## src/hw/conspiracion_defines.svh

```systemverilog
`ifndef CONSPIRACION_DEFINES_SVH
`define CONSPIRACION_DEFINES_SVH

// host bus
`define ADDR_W 2
`define DATA_W 8

// register map
`define REG_LEDS     0
`define REG_SWITCHES 1
`define REG_BUTTONS  2

// stable cycles needed before a debounced output moves
`define DEBOUNCE_CYCLES 8

// tiny frame, in pixel clocks and lines
`define H_ACTIVE 16
`define H_FRONT  2
`define H_SYNC   4
`define H_BACK   2

`define V_ACTIVE 8
`define V_FRONT  1
`define V_SYNC   2
`define V_BACK   1

`endif

```

## src/hw/conspiracion_pkg.sv

```systemverilog
`default_nettype none

`include "conspiracion_defines.svh"

package conspiracion_pkg;

	typedef logic [`ADDR_W - 1:0] bus_addr_t;
	typedef logic [`DATA_W - 1:0] bus_data_t;

	// pixel and line counters, sized for the small frame
	typedef logic [4:0] hcount_t;
	typedef logic [3:0] vcount_t;

	typedef logic [7:0] color_t;

	typedef enum logic [1:0] {
		RUNNING,
		DRAINING,
		HALTED,
		STEPPING
	} halt_state_t;

endpackage

`default_nettype wire

```

## src/hw/bus_if.sv

```systemverilog
`timescale 1ns/1ns
`default_nettype none

interface bus_if import conspiracion_pkg::*; ();

	logic      valid;
	logic      ready;
	logic      write;
	bus_addr_t addr;
	bus_data_t wdata;
	logic      rvalid;
	bus_data_t rdata;

	modport host
	(
		output valid, write, addr, wdata,
		input  ready, rvalid, rdata
	);

	modport device
	(
		input  valid, write, addr, wdata,
		output ready, rvalid, rdata
	);

endinterface

`default_nettype wire

```

## src/hw/debounce.sv

```systemverilog
`timescale 1ns/1ns
`default_nettype none

`include "conspiracion_defines.svh"

module debounce
(
	input  logic clk_clk,
	input  logic rst,
	input  logic dirty,
	output logic clean
);

	localparam int CNT_W = $clog2(`DEBOUNCE_CYCLES);
	localparam logic [CNT_W - 1:0] CNT_LAST = CNT_W'(`DEBOUNCE_CYCLES - 1);

	logic sync_0, sync_1;
	logic [CNT_W - 1:0] stable_cnt;

	always_ff @(posedge clk_clk) begin
		if (rst) begin
			sync_0 <= 1'b0;
			sync_1 <= 1'b0;
			stable_cnt <= '0;
			clean <= 1'b0;
		end else begin
			sync_0 <= dirty;
			sync_1 <= sync_0;

			// any bounce back to the old level restarts the window
			if (sync_1 == clean)
				stable_cnt <= '0;
			else if (stable_cnt == CNT_LAST) begin
				clean <= sync_1;
				stable_cnt <= '0;
			end else
				stable_cnt <= stable_cnt + 1'b1;
		end
	end

endmodule

`default_nettype wire

```

## src/hw/halt_gate.sv

```systemverilog
`timescale 1ns/1ns
`default_nettype none

module halt_gate
	import conspiracion_pkg::*;
(
	input  logic  clk_clk,
	input  logic  rst,
	input  logic  cpu_halt,
	input  logic  step,
	output logic  cpu_halted,

	bus_if.device up,
	bus_if.host   down
);

	halt_state_t state, next_state;
	logic pass, xfer, pending_rd, step_q, step_rise;

	assign step_rise = step & ~step_q;
	assign pass = (state == RUNNING && !cpu_halt) || state == STEPPING;
	assign xfer = down.valid & down.ready;

	assign down.valid = up.valid & pass;
	assign down.write = up.write;
	assign down.addr = up.addr;
	assign down.wdata = up.wdata;

	// zero-latency path back to the host
	assign up.ready = down.ready & pass;
	assign up.rvalid = down.rvalid;
	assign up.rdata = down.rdata;

	always_comb begin
		next_state = state;

		unique case (state)
			RUNNING:
				if (cpu_halt)
					next_state = pending_rd ? DRAINING : HALTED;

			DRAINING:
				if (!pending_rd)
					next_state = HALTED;

			HALTED:
				if (!cpu_halt)
					next_state = RUNNING;
				else if (step_rise)
					next_state = STEPPING;

			STEPPING:
				if (!cpu_halt)
					next_state = RUNNING;
				else if (xfer)
					next_state = down.write ? HALTED : DRAINING;
		endcase
	end

	always_ff @(posedge clk_clk) begin
		if (rst) begin
			state <= RUNNING;
			pending_rd <= 1'b0;
			step_q <= 1'b0;
			cpu_halted <= 1'b0;
		end else begin
			state <= next_state;
			// response always lands one cycle after a read
			pending_rd <= xfer & ~down.write;
			step_q <= step;
			// stays up across single steps, drops only when running again
			cpu_halted <= next_state == HALTED || (cpu_halted && next_state != RUNNING);
		end
	end

endmodule

`default_nettype wire

```

## src/hw/pio_regs.sv

```systemverilog
`timescale 1ns/1ns
`default_nettype none

`include "conspiracion_defines.svh"

module pio_regs
	import conspiracion_pkg::*;
(
	input  logic      clk_clk,
	input  logic      rst,

	bus_if.device     bus,

	input  bus_data_t switches,
	input  logic      button,
	output bus_data_t leds
);

	localparam bus_addr_t ADDR_LEDS = bus_addr_t'(`REG_LEDS);
	localparam bus_addr_t ADDR_SWITCHES = bus_addr_t'(`REG_SWITCHES);
	localparam bus_addr_t ADDR_BUTTONS = bus_addr_t'(`REG_BUTTONS);

	logic xfer, wr_xfer, button_q, pressed;

	assign xfer = bus.valid & bus.ready;
	assign wr_xfer = xfer & bus.write;

	always_ff @(posedge clk_clk) begin
		if (rst) begin
			bus.ready <= 1'b0;
			bus.rvalid <= 1'b0;
			leds <= '0;
			button_q <= 1'b0;
			pressed <= 1'b0;
		end else begin
			bus.ready <= 1'b1;
			bus.rvalid <= xfer & ~bus.write;
			button_q <= button;

			if (wr_xfer && bus.addr == ADDR_LEDS)
				leds <= bus.wdata;

			// write 1 to clear, a new press wins
			if (wr_xfer && bus.addr == ADDR_BUTTONS && bus.wdata[1])
				pressed <= 1'b0;
			if (button && !button_q)
				pressed <= 1'b1;
		end
	end

	always_ff @(posedge clk_clk) begin
		if (xfer && !bus.write) begin
			unique case (bus.addr)
				ADDR_LEDS:
					bus.rdata <= leds;
				ADDR_SWITCHES:
					bus.rdata <= switches;
				ADDR_BUTTONS:
					bus.rdata <= bus_data_t'({pressed, button});
				default:
					bus.rdata <= '0;
			endcase
		end
	end

endmodule

`default_nettype wire

```

## src/hw/vga_timing.sv

```systemverilog
`timescale 1ns/1ns
`default_nettype none

`include "conspiracion_defines.svh"

module vga_timing
	import conspiracion_pkg::*;
(
	input  logic      clk_clk,
	input  logic      rst,
	input  bus_data_t leds,
	output logic      hsync,
	output logic      vsync,
	output logic      blank_n,
	output color_t    r,
	output color_t    g,
	output color_t    b
);

	localparam hcount_t H_SYNC_START = hcount_t'(`H_ACTIVE + `H_FRONT);
	localparam hcount_t H_SYNC_END = hcount_t'(`H_ACTIVE + `H_FRONT + `H_SYNC);
	localparam hcount_t H_LAST = hcount_t'(`H_ACTIVE + `H_FRONT + `H_SYNC + `H_BACK - 1);
	localparam hcount_t H_ACT = hcount_t'(`H_ACTIVE);

	localparam vcount_t V_SYNC_START = vcount_t'(`V_ACTIVE + `V_FRONT);
	localparam vcount_t V_SYNC_END = vcount_t'(`V_ACTIVE + `V_FRONT + `V_SYNC);
	localparam vcount_t V_LAST = vcount_t'(`V_ACTIVE + `V_FRONT + `V_SYNC + `V_BACK - 1);
	localparam vcount_t V_ACT = vcount_t'(`V_ACTIVE);

	hcount_t hcount;
	vcount_t vcount;
	logic active;

	assign active = hcount < H_ACT && vcount < V_ACT;

	always_ff @(posedge clk_clk) begin
		if (rst) begin
			hcount <= '0;
			vcount <= '0;
		end else if (hcount == H_LAST) begin
			hcount <= '0;
			vcount <= vcount == V_LAST ? '0 : vcount + vcount_t'(1);
		end else
			hcount <= hcount + hcount_t'(1);
	end

	// decoded outputs trail the counters by one cycle
	always_ff @(posedge clk_clk) begin
		if (rst) begin
			hsync <= 1'b1;
			vsync <= 1'b1;
			blank_n <= 1'b0;
		end else begin
			hsync <= !(hcount >= H_SYNC_START && hcount < H_SYNC_END);
			vsync <= !(vcount >= V_SYNC_START && vcount < V_SYNC_END);
			blank_n <= active;
		end
	end

	// x ramp on red, y ramp on green, leds on blue
	always_ff @(posedge clk_clk) begin
		r <= active ? color_t'(hcount) << 4 : '0;
		g <= active ? color_t'(vcount) << 5 : '0;
		b <= active ? color_t'(leds) : '0;
	end

endmodule

`default_nettype wire

```

## src/hw/platform.sv

```systemverilog
`timescale 1ns/1ns
`default_nettype none

module platform
	import conspiracion_pkg::*;
(
	input  logic      clk_clk,
	input  logic      rst,

	input  logic      cpu_halt,
	input  logic      step,
	output logic      cpu_halted,

	input  logic      host_valid,
	output logic      host_ready,
	input  logic      host_write,
	input  bus_addr_t host_addr,
	input  bus_data_t host_wdata,
	output logic      host_rvalid,
	output bus_data_t host_rdata,

	input  bus_data_t switches,
	input  logic      button,
	output bus_data_t leds,

	output logic      vga_hsync,
	output logic      vga_vsync,
	output logic      vga_blank_n,
	output color_t    vga_r,
	output color_t    vga_g,
	output color_t    vga_b
);

	bus_if up_bus();
	bus_if down_bus();

	// host pins into the upstream bus
	assign up_bus.valid = host_valid;
	assign up_bus.write = host_write;
	assign up_bus.addr = host_addr;
	assign up_bus.wdata = host_wdata;
	assign host_ready = up_bus.ready;
	assign host_rvalid = up_bus.rvalid;
	assign host_rdata = up_bus.rdata;

	halt_gate gate
	(
		.up(up_bus.device),
		.down(down_bus.host),
		.*
	);

	pio_regs pio
	(
		.bus(down_bus.device),
		.*
	);

	vga_timing vga
	(
		.clk_clk(clk_clk),
		.rst(rst),
		.leds(leds),
		.hsync(vga_hsync),
		.vsync(vga_vsync),
		.blank_n(vga_blank_n),
		.r(vga_r),
		.g(vga_g),
		.b(vga_b)
	);

endmodule

`default_nettype wire

```

## src/hw/conspiracion.sv

```systemverilog
`timescale 1ns/1ns
`default_nettype none

module conspiracion
	import conspiracion_pkg::*;
(
	input  logic      clk_clk,
	input  logic      rst,

	input  logic      halt,
	input  logic      step,
	output logic      cpu_halted,

	input  logic      host_valid,
	output logic      host_ready,
	input  logic      host_write,
	input  bus_addr_t host_addr,
	input  bus_data_t host_wdata,
	output logic      host_rvalid,
	output bus_data_t host_rdata,

	output bus_data_t pio_leds,
	input  logic      pio_buttons,
	input  logic [5:0] pio_switches,

	output logic      vga_dac_hsync,
	output logic      vga_dac_vsync,
	output logic      vga_dac_blank_n,
	output color_t    vga_dac_r,
	output color_t    vga_dac_g,
	output color_t    vga_dac_b
);

	logic cpu_halt, button;

	debounce halt_debounce
	(
		.clk_clk(clk_clk),
		.rst(rst),
		.dirty(halt),
		.clean(cpu_halt)
	);

	// button pin is active low, flip before filtering so reset reads as released
	debounce button_debounce
	(
		.clk_clk(clk_clk),
		.rst(rst),
		.dirty(!pio_buttons),
		.clean(button)
	);

	platform plat
	(
		.switches(bus_data_t'(pio_switches)),
		.leds(pio_leds),
		.vga_hsync(vga_dac_hsync),
		.vga_vsync(vga_dac_vsync),
		.vga_blank_n(vga_dac_blank_n),
		.vga_r(vga_dac_r),
		.vga_g(vga_dac_g),
		.vga_b(vga_dac_b),
		.*
	);

endmodule

`default_nettype wire

```

## config.mk

```make
export PLATFORM = sky130hd
export DESIGN_NAME = conspiracion
export DESIGN_NICKNAME = d
export VERILOG_FILES = /design/src/hw/conspiracion_pkg.sv /design/src/hw/bus_if.sv /design/src/hw/debounce.sv /design/src/hw/halt_gate.sv /design/src/hw/pio_regs.sv /design/src/hw/vga_timing.sv /design/src/hw/platform.sv /design/src/hw/conspiracion.sv
export VERILOG_INCLUDE_DIRS = /design/src /design/src/hw
export SDC_FILE = /design/constraint.sdc
export NUM_CORES = 1
export LEC_CHECK = 0
export BUFFER_PORTS_ARGS = -buffer_cell sky130_fd_sc_hd__buf_2
export CORE_UTILIZATION = 56
export DETAILED_ROUTE_END_ITERATION = 8
export GPL_TIMING_DRIVEN = 0
export PLACE_DENSITY_LB_ADDON = 0.05
export SYNTH_ARGS = -nofsm -noshare
export SYNTH_HDL_FRONTEND = slang
export SYNTH_HIERARCHICAL = 1
export SYNTH_SLANG_ARGS = --single-unit
```

## constraint.sdc

```tcl
create_clock -name clk_clk -period 3.05 [get_ports clk_clk]
set_input_delay 0.305 -clock clk_clk [delete_from_list [all_inputs] [get_ports clk_clk]]
set_output_delay 0.305 -clock clk_clk [all_outputs]
set_load 0.005 [all_outputs]
```

==> reports/qor.log, run 1 <==
[detailed_routing] first-pass iteration count of the detailed router 7
[sta] setup-violating endpoint count in the final report 0
[power_and_ir_drop] leakage power figure 1.45 nW
[clock_network] CTS Sinks 64
[cells_and_area] layout cells sized above 1 0.317
[detailed_routing] vias after detailed routing 1,863
[cells_and_area] Final nets 356
[detailed_routing] post-route DRC violation count 4
[global_routing] initial antenna violation count 0
[clock_network] Max H-tree Level 3
[setup_path] Worst path depth 5
[placed_design] DP Cell Count 366
[cells_and_area] fraction of the core area covered by cells at the end of the flow 0.709
[placed_design] minimum setup slack after placement 1270 ps
[cells_and_area] Antenna Cells 0
[clock_network] clock latency on the worst-skew pair 330 ps
[clock_network] number of buffers on the longest clock path 2
[setup_path] standard cell with the maximum stage delay on the critical path sky130_fd_sc_hd__nor2_1
[sta] Hold Vio Cnt, Final 0
[outcome] run status complete, but fails checks
[synthesis] cell types with the largest area share after synthesis sky130_fd_sc_hd__dfxtp_1, sky130_fd_sc_hd__buf_4, sky130_fd_sc_hd__edfxtp_1
[global_routing] vias in the first global route 1,699
[synthesis] average cell area after synthesis 10.5 um2
[synthesis] async set-reset flop share out of synthesis 0
[setup_path] CP arrival 1720 ps
[setup_path] cell depth of the worst flop-to-flop path 5
[flow_run] maximum capacitance violations 0
[floorplan] Core ar. 0.00447 mm2
[setup_path] cell-by-cell listing of the critical path nor3_1 > a21oi_1 > nor2b_1 > nand2_1 > nor2_1
[detailed_routing] Routed Antenna Nets 0
[floorplan] Die Area 0.00507 mm2
[detailed_routing] initial DRC count 88
[global_routing] global-route usage over all layers 0.205
[placed_design] gp weighted congestion 0.792
[setup_path] delay contributed by the slowest stage of the critical path 490 ps
[sta] setup_tns 0 ps
[setup_path] end point of the critical path plat/pio/bus.rdata[0]$_DFFE_PP_
[global_routing] largest net degree at the start of global routing 26
[clock_network] clock tree root buffer cell sky130_fd_sc_hd__clkbuf_8
[cells_and_area] # fillers 356
[synthesis] cell type with the highest aggregate area in the netlist sky130_fd_sc_hd__dfxtp_1
[sta] worst hold slack 208 ps
[outcome] violated checks DRC
[global_routing] final global-route overflow total 0
[sta] slack of the critical path 1290 ps
[clock_network] count of buffers added by post-CTS timing repair for setup 0
[global_routing] global-route wire length before repair 7780 um
[setup_path] top cell family by delay on the critical path simple AND/OR/NAND/NOR gates
[sta] headroom to the max-slew limit 0.582
[cells_and_area] count of non-filler cells in the finished layout 380
[clock_network] CTS resizes 0
[sta] worst setup skew after layout 10.7 ps
[synthesis] leading register cell type out of synthesis sky130_fd_sc_hd__dfxtp_1
[floorplan] initial core utilization 0.599
[synthesis] sequential fraction of the synthesis area 0.508
[setup_path] critical path type reg -> reg
[setup_path] data required time of the worst path 3020 ps
[placed_design] number of I/O port buffers 49
[detailed_routing] average via count per standard cell 4.90
[synthesis] share of the synthesized area in the top cell type 0.418
[synthesis] Cell Area, Synth 0.00268 mm2
[floorplan] width of the die 71.2 um
[floorplan] die outline height 71.2 um
[sta] shortest period the worst path allows 1760 ps
[setup_path] end of the worst register-to-register path plat/pio/bus.rdata[0]$_DFFE_PP_
[setup_path] r2r startpoint plat/gate/state[0]$_SDFF_PP0_
[clock_network] hold buffers post-CTS 0
[setup_path] minimum setup slack among reg-to-reg paths 1290 ps
[synthesis] Synth Warn # 6
[detailed_routing] wire length after detailed routing 4670 um
[clock_network] TritonCTS clock tree done
[setup_path] number of buffer and inverter instances along the worst setup path 0
[synthesis] library cell with the highest instance count after synthesis sky130_fd_sc_hd__dfxtp_1
[power_and_ir_drop] ratio of total power to cell area 495 mW/mm2
[setup_path] critical path fanouts, max 8
[placed_design] HPWL after DPL 3420 um
[setup_path] type of element capturing the critical path flip-flop
[sta] share of the clock period used by the worst path after layout 0.575
[hold_path] class of the tightest hold or removal check in -> reg
[floorplan] number of rows created at floorplan 24
[clock_network] Clk pin slew, worst setup/hold paths 60 ps
[sta] Tightest Pin Transition 625 ps
[sta] number of max-slew violations in the final report 0
[sta] unrepaired setup endpoints after global routing no
[synthesis] top post-synthesis cells by count sky130_fd_sc_hd__dfxtp_1, sky130_fd_sc_hd__buf_4, sky130_fd_sc_hd__nand2_1, sky130_fd_sc_hd__mux2i_1, sky130_fd_sc_hd__nor2_1
[clock_network] number of buffers added by the clock tree synthesis step 9
[setup_path] kind of start point of the critical path flip-flop
[detailed_routing] post-detailed-route wirelength per cell 12.3 um
[setup_path] launching instance or port of the critical path plat/gate/state[0]$_SDFF_PP0_
[synthesis] total of flip-flops plus latches after synthesis 64
[sta] achievable clock frequency 0.570 GHz
[floorplan] io pins 69
[synthesis] count of flip-flops with a built-in enable after synthesis 8
[synthesis] Mapped Cells 256
[cells_and_area] growth of design area from synthesis to finish 18.2%
[synthesis] number of library cell types mapped by synthesis 45
[power_and_ir_drop] VDD IR max 0.332 mV
-- worst reg2reg max path, delay by kind of cell, from the launching register on --
family	cells	cell delay [ps]
simple gates	4	960
flops	1	340
compound gates	1	90
-- metal layers --
metal | global-route usage | vias to the layer above | routed length (um)
li1 | - | 966 | -
met1 | 0.251 | 843 | 2110
met2 | 0.323 | 48 | 2260
met3 | 0.0641 | 6 | 233
met4 | 0.113 | 0 | 64
met5 | 0 | - | 0
-- through the flow --
| step | power, mW | instance area, um2 |
|---|---|---|
| detailed placement | 1.02 | 3030 |
| global route | 1.64 | 3170 |
| CTS | 1.59 | 3170 |
| floorplan | 0.982 | 2720 |
| global placement | 1.02 | 3030 |
| finish | 1.57 | 3170 |
-- area by class of cell --
type                    count  area, um2  area share
plain buffers              37        268      0.0845
clock inverters             2       10.0     0.00316
flip-flops and latches     64       1360       0.429
well taps                  52       65.1      0.0205
clock buffers              12        135      0.0426
inverters                   7       26.3     0.00829
multi-input cells         157       1060       0.334
repair buffers             49        245      0.0773
-- power by group --
part	internal, mW	switching [mW]	leakage [nW]
Combinational	0.0597	0.0590	0.841
Clock	0.284	0.283	0.0761
Sequential	0.874	0.0104	0.531
-- registers in the layout, indices dropped and copies added, names as in the netlist, 2 cells and up, named ones only --
signal	cells
plat/gate/state	2
plat/vga/g	3
plat/vga/r	4
plat/vga/vcount	4
halt_debounce/stable_cnt	3
plat/vga/b	8
button_debounce/stable_cnt	3
plat/pio/bus.rdata	8
plat/pio/leds	8
plat/vga/hcount	5
-- cell families after synthesis --
group                      count (synthesis)  share of synthesized area
xor gates and xnor gates                   5                     0.0163
DFF                                       64                      0.508
buffers and inverters                     44                      0.110
muxes                                     19                     0.0714
other                                      2                    0.00280
adders and majority gates                  8                     0.0373
AOI/OAI and AO/OA                         17                     0.0485
and+or+nand+nor                           97                      0.206
-- worst min path at each step --
stage                                                      start  slack (ps)  cells after the start                                endpoint
after floorplan                                              rst         370                      1           plat/pio/pressed$_SDFFE_PP0P_
after global placement    halt_debounce/stable_cnt[0]$_SDFF_PP0_         420                      1  halt_debounce/stable_cnt[0]$_SDFF_PP0_
after detailed placement  halt_debounce/stable_cnt[0]$_SDFF_PP0_         420                      1  halt_debounce/stable_cnt[0]$_SDFF_PP0_
after CTS                                             host_write         190                      2         plat/gate/pending_rd$_SDFF_PP0_
after global routing                                  host_write         200                      2         plat/gate/pending_rd$_SDFF_PP0_
final                                                       step         210                      2             plat/gate/step_q$_SDFF_PP0_
-- layout by cell type (no fill, tap or decap), types with 5 or more instances in the layout --
master,synthesis,layout
sky130_fd_sc_hd__and2_1,12,12
sky130_fd_sc_hd__dfxtp_1,56,56
sky130_fd_sc_hd__nor2b_1,10,10
sky130_fd_sc_hd__nor3_1,8,8
sky130_fd_sc_hd__clkbuf_8,0,9
sky130_fd_sc_hd__buf_4,32,32
sky130_fd_sc_hd__edfxtp_1,8,8
sky130_fd_sc_hd__a21oi_1,6,6
sky130_fd_sc_hd__ha_1,8,8
sky130_fd_sc_hd__nor2_1,13,13
sky130_fd_sc_hd__inv_1,6,6
sky130_fd_sc_hd__nand2_1,29,29
sky130_fd_sc_hd__buf_2,1,50
sky130_fd_sc_hd__conb_1,2,11
sky130_fd_sc_hd__clkbuf_1,2,5
sky130_fd_sc_hd__mux2i_1,18,18
Note: power is estimated with default switching activity, not from simulation.
==> run 2: changes to the inputs <==
--- a/config.mk
+++ b/config.mk
@@ -7,7 +7,7 @@
 export NUM_CORES = 1
 export LEC_CHECK = 0
 export BUFFER_PORTS_ARGS = -buffer_cell sky130_fd_sc_hd__buf_2
-export CORE_UTILIZATION = 56
+export CORE_UTILIZATION = 52
 export DETAILED_ROUTE_END_ITERATION = 8
 export GPL_TIMING_DRIVEN = 0
 export PLACE_DENSITY_LB_ADDON = 0.05
==> constraint.sdc (replaced) <==
create_clock -name clk_clk -period 1.7 [get_ports clk_clk]
set_input_delay 0.17 -clock clk_clk [delete_from_list [all_inputs] [get_ports clk_clk]]
set_output_delay 0.17 -clock clk_clk [all_outputs]
set_load 0.005 [all_outputs]
==> run 2 against run 1 <==
  * The flow now finishes without violations
  * Clock-buffer cell count decreased by 1
  * Utilization fell by 3.8 points
  * Cell area increased by 2.6%
  * Critical path type unchanged
  * Largest power group unchanged
  * Highest routed layer unchanged
==> reports/qor.log, run 2 (synthesis results as in run 1) <==
[outcome] run status finished clean [was complete, but fails checks]
[floorplan] Die Area 0.00545 mm2 [was 0.00507 mm2]
[placed_design] gp weighted congestion 0.817 [was 0.792]
[setup_path] standard cell with the maximum stage delay on the critical path sky130_fd_sc_hd__dfxtp_1 [was sky130_fd_sc_hd__nor2_1]
[power_and_ir_drop] VDD IR max 0.564 mV [was 0.332 mV]
[floorplan] number of rows created at floorplan 25 [was 24]
[setup_path] cell-by-cell listing of the critical path nor3_2 > a21oi_1 > nor2b_1 > nand3_2 > nor3_4 > buf_12 > mux2i_2 [was nor3_1 > a21oi_1 > nor2b_1 > nand2_1 > nor2_1]
[power_and_ir_drop] Total Power 2.89 mW [was 1.57 mW]
[setup_path] delay contributed by the slowest stage of the critical path 360 ps [was 490 ps]
[clock_network] clock tree root buffer cell sky130_fd_sc_hd__clkbuf_8 [unchanged]
[clock_network] Clk pin slew, worst setup/hold paths 70 ps [was 60 ps]
[detailed_routing] post-route DRC violation count 0 [was 4]
[global_routing] largest net degree at the start of global routing 26 [unchanged]
[placed_design] minimum setup slack after placement -92.1 ps [was 1270 ps]
[sta] slack of the critical path 48.9 ps [was 1290 ps]
[sta] Hold Vio Cnt, Final 0 [unchanged]
[setup_path] kind of start point of the critical path flip-flop [unchanged]
[cells_and_area] most common cell after layout, fill and taps aside sky130_fd_sc_hd__dfxtp_1 [unchanged]
[global_routing] global-route wire length before repair 6930 um [was 7780 um]
[global_routing] final global-route overflow total 0 [unchanged]
[floorplan] width of the die 73.8 um [was 71.2 um]
[sta] achievable clock frequency 0.606 GHz [was 0.570 GHz]
[detailed_routing] post-detailed-route wirelength per cell 11.5 um [was 12.3 um]
[global_routing] vias in the first global route 1,484 [was 1,699]
[hold_path] class of the tightest hold or removal check in -> reg [unchanged]
[cells_and_area] # fillers 392 [was 356]
[placed_design] post-detailed-placement cell area 0.00304 mm2 [was 0.00303 mm2]
[cells_and_area] top library cells by usage in the layout, fill and taps aside sky130_fd_sc_hd__dfxtp_1, sky130_fd_sc_hd__buf_2, sky130_fd_sc_hd__buf_4 [unchanged]
[sta] worst setup skew after layout 8.55 ps [was 10.7 ps]
[detailed_routing] first-pass iteration count of the detailed router 4 [was 7]
[power_and_ir_drop] ratio of total power to cell area 889 mW/mm2 [was 495 mW/mm2]
[cells_and_area] layout cells sized above 1 0.341 [was 0.317]
[clock_network] number of buffers on the longest clock path 2 [unchanged]
[sta] setup-violating endpoint count in the final report 0 [unchanged]
[cells_and_area] Final nets 358 [was 356]
[clock_network] TritonCTS clock tree done [unchanged]
[cells_and_area] Finished Cell Area 0.00325 mm2 [was 0.00317 mm2]
[floorplan] Core ar. 0.00485 mm2 [was 0.00447 mm2]
[floorplan] io pins 69 [unchanged]
[flow_run] maximum capacitance violations 0 [unchanged]
[setup_path] CP arrival 1890 ps [was 1720 ps]
[detailed_routing] Routed Antenna Nets 0 [unchanged]
[sta] shortest period the worst path allows 1650 ps [was 1760 ps]
[sta] worst hold slack 59.1 ps [was 208 ps]
[detailed_routing] average via count per standard cell 4.59 [was 4.90]
[detailed_routing] vias after detailed routing 1,828 [was 1,863]
[clock_network] CTS Sinks 64 [unchanged]
[setup_path] data required time of the worst path 1940 ps [was 3020 ps]
[global_routing] global-route usage over all layers 0.177 [was 0.205]
[floorplan] die outline height 73.8 um [was 71.2 um]
[placed_design] number of I/O port buffers 49 [unchanged]
[clock_network] number of buffers added by the clock tree synthesis step 9 [unchanged]
[global_routing] initial antenna violation count 0 [unchanged]
[sta] share of the clock period used by the worst path after layout 0.971 [was 0.575]
[detailed_routing] initial DRC count 104 [was 88]
[clock_network] clock latency on the worst-skew pair 330 ps [about the same]
[placed_design] HPWL after DPL 3160 um [was 3420 um]
[sta] number of max-slew violations in the final report 0 [unchanged]
[clock_network] Max H-tree Level 3 [unchanged]
[cells_and_area] biggest regs plat/pio/bus.rdata: 8 flops, plat/pio/leds: 8 flops, plat/vga/b: 8 flops [unchanged]
[power_and_ir_drop] leakage power figure 1.48 nW [was 1.45 nW]
[detailed_routing] wire length after detailed routing 4570 um [was 4670 um]
[setup_path] critical path fanouts, max 8 [unchanged]
[cells_and_area] Antenna Cells 0 [unchanged]
[setup_path] critical path type reg -> reg [unchanged]
[setup_path] type of element capturing the critical path flip-flop [unchanged]
[floorplan] initial core utilization 0.553 [was 0.599]
[cells_and_area] growth of design area from synthesis to finish 21.3% [was 18.2%]
## run 2: area by class of cell
| type | instances | area [um2] | share of cell area |
|---|---|---|---|
| timing repair buffer | 51 | 273 | 0.0839 |
| sequential | 64 | 1360 | 0.419 |
| tap | 67 | 83.8 | 0.0258 |
| clock buffer | 11 | 141 | 0.0435 |
| buffer | 37 | 268 | 0.0823 |
| clock inverter | 4 | 21.3 | 0.00654 |
| inverter | 7 | 26.3 | 0.00808 |
| multi-input combinational | 157 | 1080 | 0.331 |
## run 2: metrics by stage
stage               instances  utilization  setup TNS, ps
finish                    398        0.671              0
global route              398        0.671          -22.2
CTS                       397        0.666              0
detailed placement        381        0.628           -735
global placement          381        0.628           -618
floorplan                 265            -              0
## run 2: worst max-delay path, delay by kind of cell, from the launching register on
family	cells	cell delay [ps]
buffers and inverters	1	160
muxes	1	220
and+or+nand+nor	4	750
AOI/OAI and AO/OA	1	80
DFF	1	360
## run 2: repair_timing
| item | CTS | global route |
|---|---|---|
| hold buffers | 0 | 0 |
| hold endpoints to repair | 0 | 0 |
| gates cloned | 0 | 0 |
| endpoints found under the setup margin | 14 | 11 |
| pin swaps | 1 | 0 |
| buffers inserted | 1 | 1 |
| resized for setup | 1 | 4 |
## run 2: worst paths after layout
| check | from | endpoint | slack (ps) | depth (start not counted) |
|---|---|---|---|---|
| worst max register to register | plat/gate/state[1]$_SDFF_PP0_ | plat/pio/leds[7]$_SDFFE_PP0P_ | 50 | 7 |
| worst min register to register | button_debounce/stable_cnt[0]$_SDFF_PP0_ | button_debounce/stable_cnt[0]$_SDFF_PP0_ | 440 | 1 |
| worst max-delay path | plat/gate/state[1]$_SDFF_PP0_ | plat/pio/leds[7]$_SDFFE_PP0P_ | 50 | 7 |
| worst min-delay path | halt | halt_debounce/sync_0$_SDFF_PP0_ | 60 | 2 |
## run 2: layer usage
layer | GRT usage | vias up | wire length (um)
met2 | 0.248 | 56 | 2040
met3 | 0.0494 | 7 | 241
met4 | 0.109 | 0 | 84
met1 | 0.239 | 802 | 2200
met5 | 0 | - | 0
li1 | - | 963 | -
## run 2: where the power goes
group | switching [mW] | leakage (nW) | internal, mW
logic | 0.108 | 0.859 | 0.111
clock network | 0.533 | 0.0893 | 0.554
registers | 0.0179 | 0.532 | 1.57
total | 0.659 | 1.48 | 2.23
